<file path="src/source/sprite_pkg.sv">
package sprite_pkg;

  localparam int INSTR_WIDTH = 36;
  localparam int WORD_WIDTH  = 32;
  localparam int NUM_REGS    = 32;
  localparam int NUM_SLOTS   = 64;
  localparam int NUM_FIELDS  = 8;
  localparam int FIELD_WIDTH = 16;

  typedef logic [INSTR_WIDTH-1:0]        instr_t;  // program word
  typedef logic [WORD_WIDTH-1:0]         word_t;   // register value
  typedef logic [$clog2(NUM_REGS)-1:0]   reg_idx_t;
  typedef logic [$clog2(NUM_SLOTS)-1:0]  slot_idx_t;
  typedef logic [$clog2(NUM_FIELDS)-1:0] field_idx_t;
  typedef logic [FIELD_WIDTH-1:0]        field_t;

  // opcode = {bit 32, bits 6:0}
  localparam logic [7:0] OP_LI     = 8'h37;
  localparam logic [7:0] OP_REG    = 8'h33;
  localparam logic [7:0] OP_IMM    = 8'h13;
  localparam logic [7:0] OP_BRANCH = 8'h63;
  localparam logic [7:0] OP_JMP    = 8'h61;
  localparam logic [7:0] OP_SPLI   = 8'hB7;
  localparam logic [7:0] OP_SPLREG = 8'h81;
  localparam logic [7:0] OP_LISP   = 8'hBF;
  localparam logic [7:0] OP_DIST   = 8'hFF;

  // variant selects
  localparam logic [6:0] F7_ADD  = 7'd0;
  localparam logic [6:0] F7_SUB  = 7'd1;
  localparam logic [6:0] F7_ABS  = 7'd5;
  localparam logic [2:0] F3_ADDI = 3'd0;
  localparam logic [2:0] F3_SUBI = 3'd1;
  localparam logic [2:0] F3_BEQ  = 3'd0;
  localparam logic [2:0] F3_BNE  = 3'd1;
  localparam logic [2:0] F3_BLT  = 3'd4;
  localparam logic [2:0] F3_BGE  = 3'd5;

  typedef enum logic [3:0] {
    ALU_PASS, ALU_ADD, ALU_SUB, ALU_ABS, ALU_DIST,
    ALU_EQ, ALU_NE, ALU_LT, ALU_GE
  } alu_op_t;

  // sprite fields, kind 0 marks an empty slot
  localparam field_idx_t FIELD_KIND  = 3'd0;
  localparam field_idx_t FIELD_X     = 3'd1;
  localparam field_idx_t FIELD_Y     = 3'd2;
  localparam field_idx_t FIELD_FRAME = 3'd3;

  function automatic logic [7:0] op_of(instr_t i);
    return {i[32], i[6:0]};
  endfunction
  function automatic reg_idx_t rd_of(instr_t i);
    return i[11:7];
  endfunction
  function automatic logic [2:0] funct3_of(instr_t i);
    return i[14:12];
  endfunction
  function automatic reg_idx_t rs_b_of(instr_t i);
    return i[19:15];
  endfunction
  function automatic reg_idx_t rs_a_of(instr_t i);
    return i[24:20];
  endfunction
  function automatic logic [6:0] funct7_of(instr_t i);
    return i[31:25];
  endfunction
  function automatic logic [19:0] uimm_of(instr_t i);
    return i[31:12];
  endfunction
  function automatic logic [11:0] simm_of(instr_t i);
    return i[31:20];
  endfunction
  function automatic reg_idx_t sreg_of(instr_t i);
    return i[16:12];  // SPLREG slot register
  endfunction
  function automatic field_idx_t fsel_of(instr_t i);
    return i[35:33];
  endfunction
  function automatic logic [11:0] btarget_of(instr_t i);
    return {i[31:25], i[11:7]};
  endfunction
  function automatic logic [24:0] jtarget_of(instr_t i);
    return i[31:7];
  endfunction

endpackage

</file>
<file path="src/source/reg_file.sv">
`timescale 1ns/1ns
module reg_file (
  input  logic                 pixel_clk_in,
  input  sprite_pkg::reg_idx_t ra0,
  input  sprite_pkg::reg_idx_t ra1,
  input  sprite_pkg::reg_idx_t ra2,
  input  sprite_pkg::reg_idx_t ra3,
  input  logic                 we,
  input  sprite_pkg::reg_idx_t wr_idx,
  input  sprite_pkg::word_t    wr_data,
  output sprite_pkg::word_t    rdata0,
  output sprite_pkg::word_t    rdata1,
  output sprite_pkg::word_t    rdata2,
  output sprite_pkg::word_t    rdata3
);
  import sprite_pkg::*;

  word_t regs [NUM_REGS];  // x0 is an ordinary register here

  assign rdata0 = regs[ra0];
  assign rdata1 = regs[ra1];
  assign rdata2 = regs[ra2];
  assign rdata3 = regs[ra3];

  always_ff @(posedge pixel_clk_in) begin
    if (we) begin
      regs[wr_idx] <= wr_data;
    end
  end

endmodule

</file>
<file path="config.mk">
export PLATFORM = sky130hd
export DESIGN_NAME = reg_file
export DESIGN_NICKNAME = d
export VERILOG_FILES = /design/src/source/sprite_pkg.sv /design/src/source/reg_file.sv
export SDC_FILE = /design/constraint.sdc
export NUM_CORES = 2
export LEC_CHECK = 0
export BUFFER_PORTS_ARGS = -buffer_cell sky130_fd_sc_hd__buf_2
export CORE_MARGIN = 3
export CORE_UTILIZATION = 40
export DETAILED_ROUTE_END_ITERATION = 8
export PLACE_DENSITY = 0.59
export SETUP_SLACK_MARGIN = 0.2
export SLEW_MARGIN = 20
export SYNTH_ARGS = -nofsm -noshare
export SYNTH_HDL_FRONTEND = slang
export SYNTH_SLANG_ARGS = --single-unit
</file>
<file path="constraint.sdc">
create_clock -name pixel_clk_in -period 8.6 [get_ports pixel_clk_in]
set_input_delay 1.72 -clock pixel_clk_in [delete_from_list [all_inputs] [get_ports pixel_clk_in]]
set_output_delay 1.72 -clock pixel_clk_in [all_outputs]
set_load 0.03 [all_outputs]
</file>
==> key figures <==
Floorplan
  • Die ar.: 0.1715 sq mm
  • Ports: 187
  • Die Y-Extent: 414.1 microns
  • Core area: 0.1652 sq mm
  • Chip width: 414.1 microns
  • # rows: 149
  • Starting Density: 40.33%

Yosys
  • Yosys warns: 0
  • Synth Instances: 5702
  • Area of the mapped netlist: 0.06661 sq mm
  • Avg Inst Size Synth: 11.68 sq um
  • Synth unique cells: 24
  • Top cell type by total area after synthesis: edfxtp_1
  • Top cell type's share of synthesized area: 46.16%
  • Post-synth net total: 5761
  • Yosys reg bits: 1024
  • Top post-synthesis cells by area: edfxtp_1, mux2i_1, a22oi_1
  • Sequential fraction of the synthesis area: 46.16%

Timing
  • Final min period: 6.364 ns
  • RSZ-0062 raised after global routing: no
  • Worst setup margin: 2.236 ns
  • Final setup TNS: 0 ns
  • Fmax: 157.1 MHz
  • Max-slew headroom: 18.66%
  • Slew of the pin with the lowest slew margin: 1.220 ns
  • Fin. Hold Viols: 0
  • Final worst path period share: 74.00%
  • WHS: 1.465 ns
  • Final Max Slew Viols: 0
  • Final count of negative-setup-slack endpoints: 0

Detailed routing
  • WL final: 276900 microns
  • Starting DRT DRC Count: 7816
  • DR vias/cell: 6.775
  • Vias: 53720
  • Residual DRC: 0
  • Drt pass-1 iters: 9
  • Post-detailed-route wirelength per cell: 34.93 microns
  • Routed Antenna Nets: 0

Cells and area
  • Nets: 5694
  • Area of the multi-input gates: 0.03313 sq mm
  • Register Area: 0.03075 sq mm
  • Largest Register: regs
  • Area growth from synthesis to layout: 9.394%
  • Layout fillers: 15206
  • Number of flip-flops in the largest register: 1024
  • End-of-flow core utilization: 44.12%
  • Biggest regs: regs (1024)
  • Share of cells above drive strength 1: 9.757%

Pwr
  • Worst VDD drop: 0.0001570 V
  • PwrDens: 173.7 mW/mm^2
  • NetSw: 3.636 mW
  • Internal power: 9.020 mW
  • Sw Share: 28.73%
  • Clock network power share: 39.0%
  • Flop pwr share: 44.3%
  • Leak Pwr: 28.87 nW
  • Overall Power: 12.66 mW
  • Combinational share of power: 16.7%

Critical path
  • Setup crit end kind: output pin
  • Crit path arrival time: 4.64 ns
  • Critical path class: input port to output pin
  • Crit Path Max Fanout: 52
  • WP data required: 6.88 ns
  • Startpoint types: input port

Clock tree
  • Post-CTS sizing: 0
  • TritonCTS clock tree: built
  • CTS Buf Count: 113
  • CTS sink count: 1024
  • CTS Hold Buffers Added: 0
  • Clock Tree Root: clkbuf_16
  • Clock H-tree levels: 3
  • Maximum buffer depth of the clock tree: 3
  • Post-CTS Setup Bufs: 0
  • Clock transition at path regs: 0.06 ns

Outcome
  • Status: completed

GRT
  • Vias in the first global route: 51222
  • Met2 Use GR: 45.49%
  • Initial antenna violation count: 24
  • GRT Util Overall: 30.77%
  • First-pass GRT wire length: 385100 microns
  • Met1 Usage GRT: 41.41%
  • GR Overflow Total: 0
  • GR Util met3: 6.818%
  • Largest net degree at the start of global routing: 129
  • GRT busiest layer: met2

Placement
  • Worst slack, placed: 2.355 ns
  • GPL Wtd Cong: 0.8532
  • Hpwl dp: 149200 microns
  • Port Buffers: 186

Worst hold path
  • Worst Hold Class: input port to flop

Flow run
  • Max-capacitance violation count: 0
==> layout by cell type (no fill, tap or decap), types with 5 or more instances in the layout <==
cell type  instances
nor2b_4            8
nand3b_1           5
edfxtp_1        1024
a31oi_1          128
diode_2           11
clkbuf_1          19
nand2_1          385
buf_4             93
nand3_1          386
clkbuf_16        114
nor2_4            36
a22o_1           256
buf_12            42
bufinv_16         13
a22oi_1          384
clkinv_2          33
buf_2            182
clkinv_1          21
mux2i_1         2048
a21oi_1          384
nor3_1           128
==> power groups by stage <==
stage          clock, mW  sequential, mW  combinational (mW)
3_3_place_gp           0            5.71                2.05
6_report            4.93            5.61                2.11
2_1_floorplan          0            5.70                1.31
4_1_cts             4.98            5.61                2.06
3_5_place_dp           0            5.71                2.06
5_1_grt             5.18            5.62                2.16
==> routing by layer <==
layer	wire length (microns)	share of wire [%]
met5	116	0.042
met1	111400	40
met2	118300	43
met3	29680	11
met4	17420	6.3
==> path summary, 6_finish.rpt <==
path / start / end / slack, ns / depth (start not counted)
setup / recovery: ra2[0] / rdata2[13] / 2.24 / 7
hold / removal: wr_data[29] / regs[8][29]$_DFFE_PP_ / 1.47 / 1
==> final cells by class <==
cell class                 count  share of cell area [%]
clock inverter                76                  0.9993
antenna                       11                 0.03778
timing repair buffer         323                   3.520
sequential                  1024                   42.20
tap                         2189                   3.759
clock buffer                 133                   4.013
multi-input combinational   4173                   45.47
==> synthesized netlist by cell type (all sizes together) <==
| master | instances |
|---|---|
| a21oi | 384 |
| a22o | 256 |
| a22oi | 384 |
| a31oi | 128 |
| and2 | 4 |
| buf | 337 |
| clkbuf | 168 |
| edfxtp | 1024 |
| mux2i | 2048 |
| nand2 | 389 |
| nand2b | 8 |
| nand3 | 386 |
| nand3b | 5 |
| nor2 | 37 |
| nor2b | 8 |
| nor3 | 128 |
| or2 | 4 |
| or3 | 1 |
| or3b | 3 |
==> cell families after synthesis <==
kind of cell	Yosys count	share of synthesized area, %
compound gates	1152	11.78
flops	1024	46.16
buf+inv	505	4.687
mux	2048	30.78
simple gates	973	6.593
==> worst max-delay path, cell delays in order <==
cell,delay (ns)
buf_2,0.16
and2_4,0.95
buf_4,0.52
a21oi_1,0.12
a31oi_1,0.45
nand3_1,0.35
buf_2,0.29
==> stage by stage <==
step | cell area (sq um) | instances
global route | 72840 | 7920
floorplan | 66610 | 5702
detailed placement | 69140 | 7707
global placement | 69080 | 7705
CTS | 72790 | 7916
finish | 72870 | 7929
No activity file was read; power rests on OpenSTA's default activity.
