--- src/source/sprite_pkg.sv ---
package sprite_pkg;

  localparam int INSTR_WIDTH = 36;
  localparam int WORD_WIDTH  = 32;
  localparam int NUM_REGS    = 32;
  localparam int NUM_SLOTS   = 64;
  localparam int NUM_FIELDS  = 8;
  localparam int FIELD_WIDTH = 16;

  typedef logic [INSTR_WIDTH-1:0]        instr_t;  // program word
  typedef logic [WORD_WIDTH-1:0]         word_t;   // register value
  typedef logic [$clog2(NUM_REGS)-1:0]   reg_idx_t;
  typedef logic [$clog2(NUM_SLOTS)-1:0]  slot_idx_t;
  typedef logic [$clog2(NUM_FIELDS)-1:0] field_idx_t;
  typedef logic [FIELD_WIDTH-1:0]        field_t;

  // opcode = {bit 32, bits 6:0}
  localparam logic [7:0] OP_LI     = 8'h37;
  localparam logic [7:0] OP_REG    = 8'h33;
  localparam logic [7:0] OP_IMM    = 8'h13;
  localparam logic [7:0] OP_BRANCH = 8'h63;
  localparam logic [7:0] OP_JMP    = 8'h61;
  localparam logic [7:0] OP_SPLI   = 8'hB7;
  localparam logic [7:0] OP_SPLREG = 8'h81;
  localparam logic [7:0] OP_LISP   = 8'hBF;
  localparam logic [7:0] OP_DIST   = 8'hFF;

  // variant selects
  localparam logic [6:0] F7_ADD  = 7'd0;
  localparam logic [6:0] F7_SUB  = 7'd1;
  localparam logic [6:0] F7_ABS  = 7'd5;
  localparam logic [2:0] F3_ADDI = 3'd0;
  localparam logic [2:0] F3_SUBI = 3'd1;
  localparam logic [2:0] F3_BEQ  = 3'd0;
  localparam logic [2:0] F3_BNE  = 3'd1;
  localparam logic [2:0] F3_BLT  = 3'd4;
  localparam logic [2:0] F3_BGE  = 3'd5;

  typedef enum logic [3:0] {
    ALU_PASS, ALU_ADD, ALU_SUB, ALU_ABS, ALU_DIST,
    ALU_EQ, ALU_NE, ALU_LT, ALU_GE
  } alu_op_t;

  // sprite fields, kind 0 marks an empty slot
  localparam field_idx_t FIELD_KIND  = 3'd0;
  localparam field_idx_t FIELD_X     = 3'd1;
  localparam field_idx_t FIELD_Y     = 3'd2;
  localparam field_idx_t FIELD_FRAME = 3'd3;

  function automatic logic [7:0] op_of(instr_t i);
    return {i[32], i[6:0]};
  endfunction
  function automatic reg_idx_t rd_of(instr_t i);
    return i[11:7];
  endfunction
  function automatic logic [2:0] funct3_of(instr_t i);
    return i[14:12];
  endfunction
  function automatic reg_idx_t rs_b_of(instr_t i);
    return i[19:15];
  endfunction
  function automatic reg_idx_t rs_a_of(instr_t i);
    return i[24:20];
  endfunction
  function automatic logic [6:0] funct7_of(instr_t i);
    return i[31:25];
  endfunction
  function automatic logic [19:0] uimm_of(instr_t i);
    return i[31:12];
  endfunction
  function automatic logic [11:0] simm_of(instr_t i);
    return i[31:20];
  endfunction
  function automatic reg_idx_t sreg_of(instr_t i);
    return i[16:12];  // SPLREG slot register
  endfunction
  function automatic field_idx_t fsel_of(instr_t i);
    return i[35:33];
  endfunction
  function automatic logic [11:0] btarget_of(instr_t i);
    return {i[31:25], i[11:7]};
  endfunction
  function automatic logic [24:0] jtarget_of(instr_t i);
    return i[31:7];
  endfunction

endpackage

--- src/source/exec_unit.sv ---
`timescale 1ns/1ns
module exec_unit (
  input  logic                pixel_clk_in,
  input  sprite_pkg::alu_op_t alu_op,
  input  sprite_pkg::word_t   operand_a,
  input  sprite_pkg::word_t   operand_b,
  input  sprite_pkg::word_t   operand_c,
  input  sprite_pkg::word_t   operand_d,
  output sprite_pkg::word_t   result
);
  import sprite_pkg::*;

  word_t diff_ab;
  word_t diff_cd;

  function automatic word_t abs_diff(word_t p, word_t q);
    return (p >= q) ? p - q : q - p;
  endfunction

  assign diff_ab = abs_diff(operand_a, operand_b);
  assign diff_cd = abs_diff(operand_c, operand_d);  // y part of DIST

  // operands are held from DECODE on, so result settles at the end of EXECUTE
  always_ff @(posedge pixel_clk_in) begin
    case (alu_op)
      ALU_ADD:  result <= operand_a + operand_b;
      ALU_SUB:  result <= (operand_a >= operand_b) ? operand_a - operand_b : '0;  // floor 0
      ALU_ABS:  result <= diff_ab;
      ALU_DIST: result <= diff_ab + diff_cd;  // manhattan
      ALU_EQ:   result <= word_t'(operand_a == operand_b);
      ALU_NE:   result <= word_t'(operand_a != operand_b);
      ALU_LT:   result <= word_t'(operand_a < operand_b);
      ALU_GE:   result <= word_t'(operand_a >= operand_b);
      default:  result <= operand_a;  // pass, LI / SP* / LISP
    endcase
  end

endmodule

--- config.mk ---
export PLATFORM = sky130hd
export DESIGN_NAME = exec_unit
export DESIGN_NICKNAME = d
export VERILOG_FILES = /design/src/source/sprite_pkg.sv /design/src/source/exec_unit.sv
export SDC_FILE = /design/constraint.sdc
export NUM_CORES = 1
export LEC_CHECK = 0
export ABC_CLOCK_PERIOD_IN_PS = 7890
export BUFFER_PORTS_ARGS = -buffer_cell sky130_fd_sc_hd__buf_2
export CORE_ASPECT_RATIO = 0.75
export CORE_MARGIN = 2
export CORE_UTILIZATION = 35
export DETAILED_ROUTE_END_ITERATION = 8
export HOLD_SLACK_MARGIN = 0.1
export PLACE_DENSITY_LB_ADDON = 0.05
export SYNTH_ARGS = -nofsm -noshare
export SYNTH_HDL_FRONTEND = slang
export SYNTH_SLANG_ARGS = --single-unit
--- constraint.sdc ---
create_clock -name pixel_clk_in -period 7.89 [get_ports pixel_clk_in]
set_input_delay 0.3945 -clock pixel_clk_in [delete_from_list [all_inputs] [get_ports pixel_clk_in]]
set_output_delay 0.3945 -clock pixel_clk_in [all_outputs]
set_load 0.05 [all_outputs]
==> results.toml <==
[run_status]
outcome = "completed"

[finish]
area_growth_pct = 10.6
fin_cells = 2310
largestRegisters = "result: 32 flops"
regMostFlops = "result"
layout-drive-gt1-share = 0.125
register_area_um2 = 641
multiInputGateArea_um2 = 10400
fin_area_um2 = 13400
n_fill_cell = 3728
antenna_cells = 0
largest_reg_flops = 32
nets = 2179

[route]
wl_per_cell_um = 21.8
drt-initial-drc-count = 1598
viasPerCell = 5.89
ant_nets = 0
route.detailed.drc = 0
routed_wl_um = 50400
num_vias = 13599
drt-pass1-iter-count = 9

[floorplan]
die_w_um = 219
io_pins = 165
fp-row-count = 59
die_h_um = 165
die_area_um2 = 36200
initial_core_util = 0.352
core_um2 = 34500

[clock_tree]
cts_tree = "built"
postCtsHoldBufs = 0
cts.sinks = 32
cts-buffers-inserted = 5
clkTransAtPathRegs_ns = 0.06
cts_max_level = 2
cts_setup_buffers = 0
cts-root-buf = "clkbuf_16"
cts_resized = 0
cts.path.max_buffers = 2

[global_route]
antenna_found_initial = 1
grt_pass1_vias = 12380
grt_max_degree = 30
overflow = 0
grt_pass1_wl_um = 75600
grt.total_usage = 0.271

[synthesis]
yosys.cell_types.count = 83
yosysSeqAreaShare = 0.0527
syn_nets = 2078
synth_ff_type = "dfxtp_1"
syn-mean-instance-area_um2 = 6.94
synth_edf_count = 0
async_reset_ff_frac = 0
ys_warn_count = 0
synth_seq_cells = 32
syn_inst = 1751
netlist_area_um2 = 12100

[worst_setup_path]
worst_setup_path_start_kind = "input pin"
cp_num_buf_inv = 3
cp_max_fo = 29
slowest_delay_ns = 0.62
critPathKind = "in2reg"
arrival_ns = 7.26
worstPathCellList = "buf_2 -> inv_1 -> ha_1 -> nand4_1 -> or4_4 -> or3_1 -> nor3_2 -> nor3b_2 -> a21oi_4 -> buf_4 -> mux2i_1 -> xnor2_1 -> ha_1 -> a21oi_1 -> nand2_1 -> a211oi_1 -> nand4b_1 -> and3_1 -> a31oi_1 -> a31oi_1 -> a31oi_1 -> xor2_1 -> o22ai_1"
crit_top_cell = "a31oi_1"
crit_path_top_delay_cell = "ha_1"
crit_path_end_kind = "flop"
cp.required_ns = 8.05
critical-path-top-delay-family = "simple AND/OR/NAND/NOR gates"

[sta]
hold_viol_final = 0
period_share = 0.899
slew-limit-headroom = 0.122
finalMaxSlewViolations = 0
worst_pin_slew_ns = 1.31
tns_ns = 0
fin_crit_ns = 7.09
fmax_ghz = 0.141
setup_violations = 0
worst_slack_ns = 0.798
rsz0062_at_grt = "no"

[job]
cap_violations = 0

[pwr]
p_per_area_nw_per_um2 = 180
leakage_uw = 0.00642
design_power_total_uw = 2420
peakVddDrop_uv = 95.9

[placed_design]
placed_cells = 2302
placed_area_um2 = 13300
numPortBuffers = 164
post-dp-hpwl_um = 41800
gp_congestion = 0.943
preCtsSetupSlack_ns = 0.645

[min_path]
min_path_type = "in2reg"
## per-stage QoR
step | hold WS [ns] | utilization
after floorplan | 0.521 | -
after global placement | 0.668 | 0.386
after detailed placement | 0.673 | 0.386
after CTS | 0.368 | 0.390
after global routing | 0.373 | 0.390
final | 0.375 | 0.390
## synth_stat cells (24+ instances only)
| master | n | area, um^2 |
|---|---|---|
| a21oi_1 | 195 | 976 |
| nand3_1 | 37 | 185 |
| o21bai_1 | 35 | 263 |
| nor2_1 | 111 | 417 |
| nand2_1 | 116 | 435 |
| dfxtp_1 | 32 | 641 |
| a21o_1 | 79 | 593 |
| xnor2_1 | 87 | 762 |
| clkbuf_1 | 52 | 195 |
| o21ai_0 | 98 | 490 |
| inv_1 | 188 | 706 |
| o21a_1 | 24 | 180 |
| nand4_1 | 29 | 181 |
| ha_1 | 188 | 2350 |
| mux2i_1 | 30 | 300 |
| nor3_1 | 40 | 200 |
## cell usage in the layout (no fill, tap or decap), drive strengths merged, types with 30 or more instances in the layout
cell type,synthesis,routed
mux2i,30,30
a21o,79,79
o21ai,118,118
nor3,43,43
o21bai,35,35
buf,33,179
nand2,116,116
nand3,37,37
inv,190,190
nor2,111,111
a21oi,196,196
xnor2,87,87
dfxtp,32,32
ha,188,188
## per-layer routing
layer,wire length [um],track usage,share of wire
met1,25000,0.410,0.50
met2,21000,0.412,0.42
met3,3520,0.0337,0.070
met4,912,0.0427,0.018
met5,0,0,0
## where the power goes
group / internal [uW] / total (uW) / switching, uW
Sequential: 193 / 205 / 11.4
Clock: 118 / 215 / 96.5
Combinational: 720 / 2000 / 1280
## worst paths after layout
path	from	endpoint	slack [ns]	depth (start not counted)
worst max-delay path	operand_a[19]	result[27]	0.80	23
worst min-delay path	operand_a[31]	result[31]	0.38	3
## cell type report
type                       count  share of cell area
multi-input combinational   1439               0.775
timing repair buffer         179              0.0695
inverter                     195              0.0545
sequential                    32              0.0477
tap                          457              0.0426
clock buffer                   6             0.00959
clock inverter                 2             0.00121
## cells by family after synthesis
family,count (synthesis),synth area share
flip-flops,32,0.0527
adder cells (fa/ha/maj),194,0.204
multiplexers,34,0.0284
XOR/XNOR,110,0.0793
AND/OR/NAND/NOR,421,0.167
buffers and inverters,280,0.0918
AO/OA/AOI/OAI,680,0.377
## tightest hold or removal path, cell delays in order
cell and delay (ns):
buf_2 0.10, nor2_1 0.04, o22ai_1 0.10
Power figures use the tool's default switching activity.
