## config.mk

```make
export PLATFORM = sky130hd
export DESIGN_NAME = sprite_scanout
export DESIGN_NICKNAME = d
export VERILOG_FILES = /design/src/source/sprite_pkg.sv /design/src/source/sprite_scanout.sv
export SDC_FILE = /design/constraint.sdc
export NUM_CORES = 1
export LEC_CHECK = 0
export ABC_CLOCK_PERIOD_IN_PS = 1850
export BUFFER_PORTS_ARGS = -buffer_cell sky130_fd_sc_hd__buf_2
export CAP_MARGIN = 15
export CORE_MARGIN = 2
export CORE_UTILIZATION = 43
export DETAILED_ROUTE_END_ITERATION = 8
export GPL_ROUTABILITY_DRIVEN = 0
export PLACE_DENSITY = 0.79
export SYNTH_ARGS = -nofsm -noshare
export SYNTH_HDL_FRONTEND = slang
export SYNTH_SLANG_ARGS = --single-unit
export TNS_END_PERCENT = 20
```

## constraint.sdc

```tcl
create_clock -name pixel_clk_in -period 1.85 [get_ports pixel_clk_in]
set_input_delay 0.4625 -clock pixel_clk_in [delete_from_list [all_inputs] [get_ports pixel_clk_in]]
set_output_delay 0.4625 -clock pixel_clk_in [all_outputs]
set_load 0.05 [all_outputs]
```

## src/source/sprite_pkg.sv

```systemverilog
package sprite_pkg;

  localparam int INSTR_WIDTH = 36;
  localparam int WORD_WIDTH  = 32;
  localparam int NUM_REGS    = 32;
  localparam int NUM_SLOTS   = 64;
  localparam int NUM_FIELDS  = 8;
  localparam int FIELD_WIDTH = 16;

  typedef logic [INSTR_WIDTH-1:0]        instr_t;  // program word
  typedef logic [WORD_WIDTH-1:0]         word_t;   // register value
  typedef logic [$clog2(NUM_REGS)-1:0]   reg_idx_t;
  typedef logic [$clog2(NUM_SLOTS)-1:0]  slot_idx_t;
  typedef logic [$clog2(NUM_FIELDS)-1:0] field_idx_t;
  typedef logic [FIELD_WIDTH-1:0]        field_t;

  // opcode = {bit 32, bits 6:0}
  localparam logic [7:0] OP_LI     = 8'h37;
  localparam logic [7:0] OP_REG    = 8'h33;
  localparam logic [7:0] OP_IMM    = 8'h13;
  localparam logic [7:0] OP_BRANCH = 8'h63;
  localparam logic [7:0] OP_JMP    = 8'h61;
  localparam logic [7:0] OP_SPLI   = 8'hB7;
  localparam logic [7:0] OP_SPLREG = 8'h81;
  localparam logic [7:0] OP_LISP   = 8'hBF;
  localparam logic [7:0] OP_DIST   = 8'hFF;

  // variant selects
  localparam logic [6:0] F7_ADD  = 7'd0;
  localparam logic [6:0] F7_SUB  = 7'd1;
  localparam logic [6:0] F7_ABS  = 7'd5;
  localparam logic [2:0] F3_ADDI = 3'd0;
  localparam logic [2:0] F3_SUBI = 3'd1;
  localparam logic [2:0] F3_BEQ  = 3'd0;
  localparam logic [2:0] F3_BNE  = 3'd1;
  localparam logic [2:0] F3_BLT  = 3'd4;
  localparam logic [2:0] F3_BGE  = 3'd5;

  typedef enum logic [3:0] {
    ALU_PASS, ALU_ADD, ALU_SUB, ALU_ABS, ALU_DIST,
    ALU_EQ, ALU_NE, ALU_LT, ALU_GE
  } alu_op_t;

  // sprite fields, kind 0 marks an empty slot
  localparam field_idx_t FIELD_KIND  = 3'd0;
  localparam field_idx_t FIELD_X     = 3'd1;
  localparam field_idx_t FIELD_Y     = 3'd2;
  localparam field_idx_t FIELD_FRAME = 3'd3;

  function automatic logic [7:0] op_of(instr_t i);
    return {i[32], i[6:0]};
  endfunction
  function automatic reg_idx_t rd_of(instr_t i);
    return i[11:7];
  endfunction
  function automatic logic [2:0] funct3_of(instr_t i);
    return i[14:12];
  endfunction
  function automatic reg_idx_t rs_b_of(instr_t i);
    return i[19:15];
  endfunction
  function automatic reg_idx_t rs_a_of(instr_t i);
    return i[24:20];
  endfunction
  function automatic logic [6:0] funct7_of(instr_t i);
    return i[31:25];
  endfunction
  function automatic logic [19:0] uimm_of(instr_t i);
    return i[31:12];
  endfunction
  function automatic logic [11:0] simm_of(instr_t i);
    return i[31:20];
  endfunction
  function automatic reg_idx_t sreg_of(instr_t i);
    return i[16:12];  // SPLREG slot register
  endfunction
  function automatic field_idx_t fsel_of(instr_t i);
    return i[35:33];
  endfunction
  function automatic logic [11:0] btarget_of(instr_t i);
    return {i[31:25], i[11:7]};
  endfunction
  function automatic logic [24:0] jtarget_of(instr_t i);
    return i[31:7];
  endfunction

endpackage

```

## src/source/sprite_scanout.sv

```systemverilog
`timescale 1ns/1ns
module sprite_scanout #(
  parameter int DWELL_CYCLES  = 25000,
  parameter int CANVAS_WIDTH  = 1024,
  parameter int CANVAS_HEIGHT = 768,
  parameter int NUM_FRAMES    = 16
) (
  input  logic                             pixel_clk_in,
  input  logic                             rst_in,
  input  logic                             new_frame,
  input  sprite_pkg::field_t               scan_kind,
  input  sprite_pkg::field_t               scan_x,
  input  sprite_pkg::field_t               scan_y,
  input  sprite_pkg::field_t               scan_frame,
  output sprite_pkg::slot_idx_t            scan_slot,
  output logic [$clog2(CANVAS_WIDTH)-1:0]  x,
  output logic [$clog2(CANVAS_HEIGHT)-1:0] y,
  output logic [$clog2(NUM_FRAMES)-1:0]    frame,
  output logic                             sprite_valid
);
  import sprite_pkg::*;

  localparam int SLOT_W  = $clog2(NUM_SLOTS) + 1;  // one past the last slot = done
  localparam int DWELL_W = $clog2(DWELL_CYCLES + 1);

  logic [SLOT_W-1:0]  slot;
  logic [DWELL_W-1:0] dwell;
  logic               scanning;

  assign scanning  = slot < SLOT_W'(NUM_SLOTS);
  assign scan_slot = slot_idx_t'(slot);

  always_ff @(posedge pixel_clk_in) begin
    if (rst_in) begin
      slot  <= SLOT_W'(NUM_SLOTS);  // idle until the first frame
      dwell <= '0;
    end else if (new_frame) begin
      slot  <= '0;  // restart even mid scan
      dwell <= '0;
    end else if (scanning) begin
      if (dwell == DWELL_W'(DWELL_CYCLES - 1)) begin
        dwell <= '0;
        slot  <= slot + 1'b1;
      end else begin
        dwell <= dwell + 1'b1;
      end
    end
  end

  // one cycle behind the table read
  always_ff @(posedge pixel_clk_in) begin
    if (rst_in) begin
      sprite_valid <= 1'b0;
    end else begin
      sprite_valid <= scanning && (scan_kind != '0);  // kind 0 = empty slot
    end
  end

  always_ff @(posedge pixel_clk_in) begin
    x     <= scan_x[$clog2(CANVAS_WIDTH)-1:0];
    y     <= scan_y[$clog2(CANVAS_HEIGHT)-1:0];
    frame <= scan_frame[$clog2(NUM_FRAMES)-1:0];
  end

endmodule

```

==> flow_summary.yaml, run 1 <==
run_status:
  outcome: "completed"
placed_design:
  io_buffer_count: 73
  place_hpwl_um: 2490
  place_inst: 269
  placed_area_mm2: 0.00205
layout:
  most-common-layout-cells: "buf_2 (73), dfxtp_1 (47), nor2_1 (19)"
  synthToLayoutAreaGrowth_pct: 26.4
  layout-drive-gt1-share: 0.383
  postLayoutCoreUtil: 0.571
  diodes: 0
  fin_cells: 275
  final_common_cell: "buf_2"
  n_fill_cell: 352
  final_area_mm2: 0.00212
  fin_nets: 297
cts:
  cts_tree: "yes"
  clk_latency_ns: 0.29
  cts_hold_buf: 0
  clk_path_buf_depth: 2
  cts_setup_buffers: 0
  cts-resized-gates: 0
  numCtsBuffers: 5
  cts.htree.levels: 2
  clkSinkCount: 47
  cts-root-buf: "clkbuf_8"
  clkTransAtPathRegs_ns: 0.08
yosys:
  syn_avg_cell_area_um2: 10.6
  synth_area_leaders: "dfxtp_1 (56%), xnor2_1 (6.3%), nor2_1 (4.2%), buf_4 (3.1%), nor4_1 (2.6%)"
  synth_top_area_frac: 0.560
  yosysWarnings: 0
  ys_seq_area_frac: 0.560
  syn_inst: 158
  ys_types: 36
  netlist_area_mm2: 0.00168
  synth_seq_cells: 47
  synth.largest_area_cell: "dfxtp_1"
  syn-num-nets: 227
power:
  vdd_drop_max_v: 0.000565
  p_per_area_mw_per_mm2: 855
  p_leak_nw: 0.894
global_routing:
  grt_overflow: 0
  antenna_found_initial: 0
  grt_pass1_vias: 1335
  grt_max_degree: 15
  grt_use_total: 0.170
  grt_pass1_wl_um: 5550
worst_setup_path:
  critPathMaxFanout: 6
  r2r_cells: 5
  crit_type: "reg2reg"
  reg2reg_to: "slot[1]$_SDFFE_PP0P_"
  rr_startpoint: "dwell[0]$_SDFFE_PP0N_"
  arrival_ns: 1.87
  critPathLaunchType: "flip-flop"
  reg2reg_slack_ns: 0.17
  worst_setup_path_end_kind: "flip-flop"
  cp.required_ns: 2.04
die:
  fp.dieW_um: 66.5
  start_util: 0.452
  die_area_mm2: 0.00442
  die_h_um: 66.5
  pin_count: 98
  core_mm2: 0.00372
  row_count: 22
timing:
  slew-limit-headroom: 0.750
  fin_crit_sh: 0.908
  setup_tns_ns: 0
  whs_ns: 0.268
  drv_slew: 0
  fmax_ghz: 0.596
  setup_viol: 0
  worstMarginPinSlew_ns: 0.375
  rsz0062_at_grt: "false"
  fin_skew_ns: 0.00272
  hold_violations: 0
  min_period_ns: 1.68
hold_path:
  min_to: "x[2]$_DFF_P_"
  min_from: "scan_x[2]"
  hp-class: "in2reg"
  whs_path_depth: 1
detailed_routing:
  antenna_left: 0
  drc: 0
  firstDrtPassIters: 4
  drt-initial-drc-count: 47
  num_vias: 1354
  vias_per_cell: 4.92
  wl_per_cell_um: 12.5
  wl_um: 3450
job:
  maxCapViolCount: 0
[synth_stat cells (all sizes together)]
cell,count
and4,2
a21oi,6
xnor2,12
a21o,1
or3,2
ha,2
inv,4
or2,2
and4b,1
nand3,4
and4bb,1
buf,10
nand2,4
nor2,19
dfxtp,47
nor2b,1
clkbuf,1
nand3b,5
o21ai,4
nor4,7
xor2,2
nor3b,1
nand4,5
mux2i,2
o31ai,1
and2,1
nand2b,1
nor4b,1
nand4b,2
nor3,5
and3,2
[layer usage]
layer	GRT usage	vias to the layer above	routed length (um)
li1	-	672	-
met1	0.179	612	1340
met2	0.296	68	1790
met3	0.0777	2	302
met4	0.0587	0	17
met5	0	-	0
[report_power, final]
part           internal [mW]  switching (mW)
registers               1.04          0.0120
logic                 0.0626           0.138
clock network          0.251           0.308
total                   1.36           0.459
[worst max-delay path by stage]
stage	cells past startpoint	slack [ns]	start	to
detailed placement	5	0.16	dwell[0]$_SDFFE_PP0N_	slot[1]$_SDFFE_PP0P_
floorplan	6	0.39	dwell[0]$_SDFFE_PP0N_	slot[1]$_SDFFE_PP0P_
global placement	5	0.21	dwell[0]$_SDFFE_PP0N_	slot[1]$_SDFFE_PP0P_
finish	5	0.17	dwell[0]$_SDFFE_PP0N_	slot[1]$_SDFFE_PP0P_
CTS	5	0.15	dwell[0]$_SDFFE_PP0N_	slot[1]$_SDFFE_PP0P_
global route	5	0.03	dwell[0]$_SDFFE_PP0N_	slot[1]$_SDFFE_PP0P_
[flip-flops by register name, summed over array words and instances (netlist names)]
name,cells
frame,4
dwell,15
sprite_valid,1
y,10
slot,7
x,10
[per-stage QoR]
step	setup slack (ns)	total power [mW]
floorplan	0.392	1.20
global placement	0.207	1.28
detailed placement	0.162	1.28
CTS	0.152	1.83
global route	0.0323	1.89
finish	0.171	1.81
[final cells by class]
cell class | count | area (um^2) | share of cell area
repair buffers | 74 | 385 | 0.182
clock inverters | 1 | 7.51 | 0.00354
multi-input cells | 96 | 644 | 0.304
inverters | 4 | 15.0 | 0.00708
clock buffers | 5 | 68.8 | 0.0324
well taps | 48 | 60.1 | 0.0283
flip-flops and latches | 47 | 941 | 0.443
[cell families after synthesis]
kind of cell / after synthesis / share of synthesized area
simple gates: 66 / 0.245
flops: 47 / 0.560
buf+inv: 15 / 0.0559
xor+xnor: 14 / 0.0730
compound gates: 12 / 0.0388
mux: 2 / 0.0119
fa+ha+maj: 2 / 0.0149
[critical path: stages, from the launching register on]
cell and delay [ns]:
dfxtp_1 0.39, ha_1 0.28, and4b_1 0.28, and4_1 0.36, mux2i_1 0.22, nor2_1 0.05
Power figures use the tool's default switching activity.
==> run 2, diff against run 1 <==
--- a/config.mk
+++ b/config.mk
@@ -5,11 +5,12 @@
 export SDC_FILE = /design/constraint.sdc
 export NUM_CORES = 1
 export LEC_CHECK = 0
+export ABC_AREA = 1
 export ABC_CLOCK_PERIOD_IN_PS = 1850
 export BUFFER_PORTS_ARGS = -buffer_cell sky130_fd_sc_hd__buf_2
 export CAP_MARGIN = 15
 export CORE_MARGIN = 2
-export CORE_UTILIZATION = 43
+export CORE_UTILIZATION = 44
 export DETAILED_ROUTE_END_ITERATION = 8
 export GPL_ROUTABILITY_DRIVEN = 0
 export PLACE_DENSITY = 0.79
==> run 2 against run 1 <==
  * Die area rose by 7.2%
  * Setup slack better by 0.18 ns
  * Register-to-register slack better by 0.27 ns
  * Count of clock-buffer cells in the layout increased by 1
  * Clock skew rose by 0.0012 ns
  * Largest power group unchanged
==> flow_summary.yaml, run 2 <==
yosys:
  syn_avg_cell_area_um2: 7.61
  ys_types: 25
  synth_edf_count: 0
  syn_inst: 243
  synth.largest_area_cell: "dfxtp_1"
  async_reset_ff_frac: 0
  synth_top_area_frac: 0.509
  netlist_area_mm2: 0.00185
  yosysWarnings: 0
  syn-num-nets: 312
  synthFlopType: "dfxtp_1"
  synth_seq_cells: 47
  ys_seq_area_frac: 0.509
  yosys-top-cells-count: "nand2_1 (50), nor2_1 (48), dfxtp_1 (47)"
  synth_area_leaders: "dfxtp_1 (51%), nand2_1 (10%), nor2_1 (9.7%), nand3_1 (6.2%), inv_1 (6.1%)"
  yosysMostFrequentCell: "nand2_1"
worst_setup_path:
  arrival_ns: 1.03
  timing.critical_path.slowest_cell_delay_ns: 0.44
  critPathSlowestCell: "dfxtp_1"
  cp.buffers_inverters: 1
  crit_chain: "buf_2"
  crit_type: "reg2out"
  critPathLaunchType: "flip-flop"
  worst_setup_path_end_kind: "primary output"
  cp.required_ns: 1.39
  critPathMaxFanout: 6
  crit_family: "flip-flops"
detailed_routing:
  wl_per_cell_um: 9.62
  firstDrtPassIters: 4
  num_vias: 1684
  drt-initial-drc-count: 78
  drc: 0
  vias_per_cell: 4.59
  wl_um: 3530
  antenna_left: 0
global_routing:
  grt_use_total: 0.170
  grt_overflow: 0
  antenna_found_initial: 0
  grt_pass1_wl_um: 5890
  grt_max_degree: 15
  grt_pass1_vias: 1461
timing:
  fin_crit_sh: 0.808
  setup_viol: 0
  hold_violations: 0
  worstMarginPinSlew_ns: 0.351
  rsz0062_at_grt: "false"
  fin_skew_ns: 0.00393
  finalWorstSetupSlack_ns: 0.355
  min_period_ns: 1.50
  slew-limit-headroom: 0.766
  setup_tns_ns: 0
  drv_slew: 0
  fmax_ghz: 0.669
die:
  start_util: 0.459
  core_mm2: 0.00403
  row_count: 23
  die_area_mm2: 0.00474
  pin_count: 98
  fp.dieW_um: 68.8
  die_h_um: 68.8
placed_design:
  place_inst: 359
  dp_slack_ns: 0.458
  place_hpwl_um: 2750
  placed_area_mm2: 0.00222
  io_buffer_count: 73
layout:
  top_regs: "dwell (15), x (10), y (10)"
  layout-drive-gt1-share: 0.278
  diodes: 0
  fin_nets: 385
  final_common_cell: "buf_2"
  final_area_mm2: 0.00231
  largest_register_ffs: 15
  most-common-layout-cells: "buf_2 (73), nand2_1 (50), nor2_1 (48)"
  synthToLayoutAreaGrowth_pct: 24.8
  regMostFlops: "dwell"
  fin_cells: 367
power:
  sequentialPowerShare: 0.575
  p_switching_mw: 0.467
  power_frac_comb: 0.113
  total_power_mw: 1.83
  power.share.switching: 0.254
  p_leak_nw: 1.07
  vdd_drop_max_v: 0.000670
  p_per_area_mw_per_mm2: 795
  p_clk_frac: 0.312
  power.internal_mw: 1.37
job:
  maxCapViolCount: 0
cts:
  cts-resized-gates: 0
  clkSinkCount: 47
  numCtsBuffers: 5
  cts_setup_buffers: 0
  cts-root-buf: "clkbuf_8"
  clk_path_buf_depth: 2
  clk_latency_ns: 0.29
  cts_hold_buf: 0
  cts_tree: "yes"
  clkTransAtPathRegs_ns: 0.08
  cts.htree.levels: 2
run_status:
  outcome: "completed"
hold_path:
  hp-class: "in2reg"
-- run 2: worst paths after layout --
path / start / end / slack, ns / depth (start not counted)
min reg2reg: slot[1]$_SDFFE_PP0P_ / slot[1]$_SDFFE_PP0P_ / 0.51 / 2
max reg2reg: dwell[0]$_SDFFE_PP0N_ / dwell[12]$_SDFFE_PP0N_ / 0.44 / 8
min: scan_frame[1] / frame[1]$_DFF_P_ / 0.27 / 1
max: slot[3]$_SDFFE_PP0P_ / scan_slot[3] / 0.35 / 1
-- run 2: metal layers --
layer,GRT usage,vias up,wire [um],share of wire
met3,0.0682,6,306,0.087
met5,0,-,0,0
met4,0.0809,0,76,0.022
li1,-,893,-,-
met1,0.199,718,1540,0.44
met2,0.269,67,1610,0.46
-- run 2: area by class of cell --
class / instances / area [um^2]
clock buffers: 6 / 72.6
clock inverters: 2 / 12.5
fillers: 379 / 1720
inverters: 32 / 120
multi-input cells: 156 / 727
flip-flops and latches: 47 / 941
well taps: 50 / 62.6
repair buffers: 74 / 373
-- run 2: cells by family (layout without fill, tap and decap cells) --
| kind of cell | Yosys count | after routing | synth area share |
|---|---|---|---|
| AOI/OAI and AO/OA | 13 | 13 | 0.0359 |
| xor gates and xnor gates | 6 | 6 | 0.0284 |
| adders and majority gates | 2 | 2 | 0.0135 |
| buffers and inverters | 40 | 114 | 0.0981 |
| DFF | 47 | 47 | 0.509 |
| and+or+nand+nor | 135 | 135 | 0.315 |
-- run 2: through the flow --
| stage | utilization | hold WS [ns] |
|---|---|---|
| 6_report | 0.573 | 0.265 |
| 5_1_grt | 0.573 | 0.245 |
| 2_1_floorplan | - | 0.476 |
| 4_1_cts | 0.573 | 0.254 |
| 3_3_place_gp | 0.552 | 0.492 |
| 3_5_place_dp | 0.552 | 0.499 |
-- run 2: power groups by stage --
stage	clock network (mW)	registers, mW	logic [mW]
2_1_floorplan	0	1.18	0.0336
3_3_place_gp	0	1.08	0.207
3_5_place_dp	0	1.08	0.209
4_1_cts	0.600	1.06	0.209
5_1_grt	0.640	1.06	0.223
6_report	0.572	1.05	0.208
==> run 3, diff against run 2 <==
--- a/config.mk
+++ b/config.mk
@@ -6,7 +6,7 @@
 export NUM_CORES = 1
 export LEC_CHECK = 0
 export ABC_AREA = 1
-export ABC_CLOCK_PERIOD_IN_PS = 1850
+export ABC_CLOCK_PERIOD_IN_PS = 1500
 export BUFFER_PORTS_ARGS = -buffer_cell sky130_fd_sc_hd__buf_2
 export CAP_MARGIN = 15
 export CORE_MARGIN = 2
==> constraint.sdc (replaced) <==
create_clock -name pixel_clk_in -period 1.5 [get_ports pixel_clk_in]
set_input_delay 0.375 -clock pixel_clk_in [delete_from_list [all_inputs] [get_ports pixel_clk_in]]
set_output_delay 0.375 -clock pixel_clk_in [all_outputs]
set_load 0.05 [all_outputs]
==> run 3 against run 2 <==
  * Clock power rose by 67%
  * Register-to-register slack lost 0.27 ns
  * Worst hold slack got worse by 0.091 ns
  * Design area up 2.5%
  * Sequential power up 24%
  * Critical endpoint is now scan_slot[2]
  * Largest power group unchanged
==> flow_summary.yaml, run 3 (synthesized netlist as in run 2, its figures left out) <==
power:
  power.internal_mw: 1.91
  p_leak_nw: 1.10
  power_frac_comb: 0.106
  p_switching_mw: 0.605
  p_per_area_mw_per_mm2: 1060
  vdd_drop_max_v: 0.000800
  p_clk_frac: 0.380
  power.share.switching: 0.240
  sequentialPowerShare: 0.514
layout:
  most-common-layout-cells: "buf_2 (73), nand2_1 (50), nor2_1 (48)"
  synthToLayoutAreaGrowth_pct: 28.0
  final_common_cell: "buf_2"
  fin_nets: 387
  n_fill_cell: 376
  postLayoutCoreUtil: 0.588
  diodes: 0
  top_regs: "dwell (15), x (10), y (10)"
  largest_register_ffs: 15
  layout-drive-gt1-share: 0.295
  regMostFlops: "dwell"
die:
  start_util: 0.459
  die_area_mm2: 0.00474
  pin_count: 98
  core_mm2: 0.00403
  fp.dieW_um: 68.8
  die_h_um: 68.8
  row_count: 23
timing:
  worstMarginPinSlew_ns: 0.300
  slew-limit-headroom: 0.799
  setup_tns_ns: 0
  fin_crit_sh: 0.936
  setup_viol: 0
  whs_ns: 0.174
  hold_violations: 0
  fmax_ghz: 0.712
  min_period_ns: 1.40
  rsz0062_at_grt: "false"
  drv_slew: 0
  fin_skew_ns: 0.00194
detailed_routing:
  antenna_left: 0
  vias_per_cell: 4.60
  wl_um: 3640
  firstDrtPassIters: 4
  drc: 0
  wl_per_cell_um: 9.88
  drt-initial-drc-count: 103
  num_vias: 1698
placed_design:
  io_buffer_count: 73
  place_hpwl_um: 2780
global_routing:
  grt_pass1_vias: 1494
  grt_use_total: 0.171
  grt_overflow: 0
  grt_pass1_wl_um: 5980
  antenna_found_initial: 0
  grt_max_degree: 16
worst_setup_path:
  arrival_ns: 1.03
  critPathMaxFanout: 6
  crit_family: "flip-flops"
  crit_chain: "buf_2"
  crit_type: "reg2out"
  critPathLaunchType: "flip-flop"
  worst_setup_path_end_kind: "primary output"
  timing.critical_path.slowest_cell_delay_ns: 0.43
  cp.required_ns: 1.12
  critPathSlowestCell: "dfxtp_1"
  cp.buffers_inverters: 1
hold_path:
  hp-class: "in2reg"
cts:
  clkSinkCount: 47
  clkTransAtPathRegs_ns: 0.08
  cts-root-buf: "clkbuf_8"
  cts_tree: "yes"
  numCtsBuffers: 5
  cts.htree.levels: 2
  clk_latency_ns: 0.29
  clk_path_buf_depth: 2
  cts_hold_buf: 0
  cts_setup_buffers: 0
run_status:
  outcome: "completed"
job:
  maxCapViolCount: 0
==> run 3: power groups by stage <==
| stage | clock [mW] | combinational [mW] | sequential, mW |
|---|---|---|---|
| 6_report | 0.956 | 0.267 | 1.30 |
| 4_1_cts | 0.983 | 0.268 | 1.30 |
| 5_1_grt | 1.03 | 0.286 | 1.30 |
| 3_3_place_gp | 0 | 0.265 | 1.32 |
| 2_1_floorplan | 0 | 0.0415 | 1.46 |
| 3_5_place_dp | 0 | 0.268 | 1.33 |
==> run 3: final timing paths <==
path	startpoint	end	slack, ns	depth (start not counted)
max reg2reg	dwell[8]$_SDFFE_PP0N_	dwell[14]$_SDFFE_PP0N_	0.17	7
min reg2reg	slot[1]$_SDFFE_PP0P_	slot[1]$_SDFFE_PP0P_	0.51	2
max	slot[2]$_SDFFE_PP0P_	scan_slot[2]	0.1	1
min	scan_x[3]	x[3]$_DFF_P_	0.17	1
==> run 3: routing by layer <==
metal  global-route usage  part of all wire
met5                    0                 0
met4               0.0735             0.013
met3               0.0633             0.082
met2                0.270              0.45
met1                0.208              0.46
==> run 3: area by class of cell <==
type | instances | area [um^2] | share of cell area
well taps | 50 | 62.6 | 0.0264
clock inverters | 2 | 38.8 | 0.0164
multi-input cells | 156 | 734 | 0.310
flip-flops and latches | 47 | 941 | 0.397
clock buffers | 6 | 82.6 | 0.0349
inverters | 32 | 120 | 0.0507
repair buffers | 76 | 388 | 0.164
==> run 3: repair_timing <==
action | 4_1_cts | 5_1_grt
hold endpoints to repair | 0 | 0
setup endpoints to repair | 0 | 9
gates resized for setup | 0 | 3
==> run 3: through the flow <==
stage                     cells  instance area, um^2  setup slack (ns)  power [mW]
after floorplan             243                 1850             0.245        1.50
after global placement      361                 2240             0.160        1.59
after detailed placement    361                 2240             0.130        1.59
after CTS                   369                 2360            0.0890        2.55
after global routing        369                 2370           0.00853        2.62
final                       369                 2370            0.0958        2.52
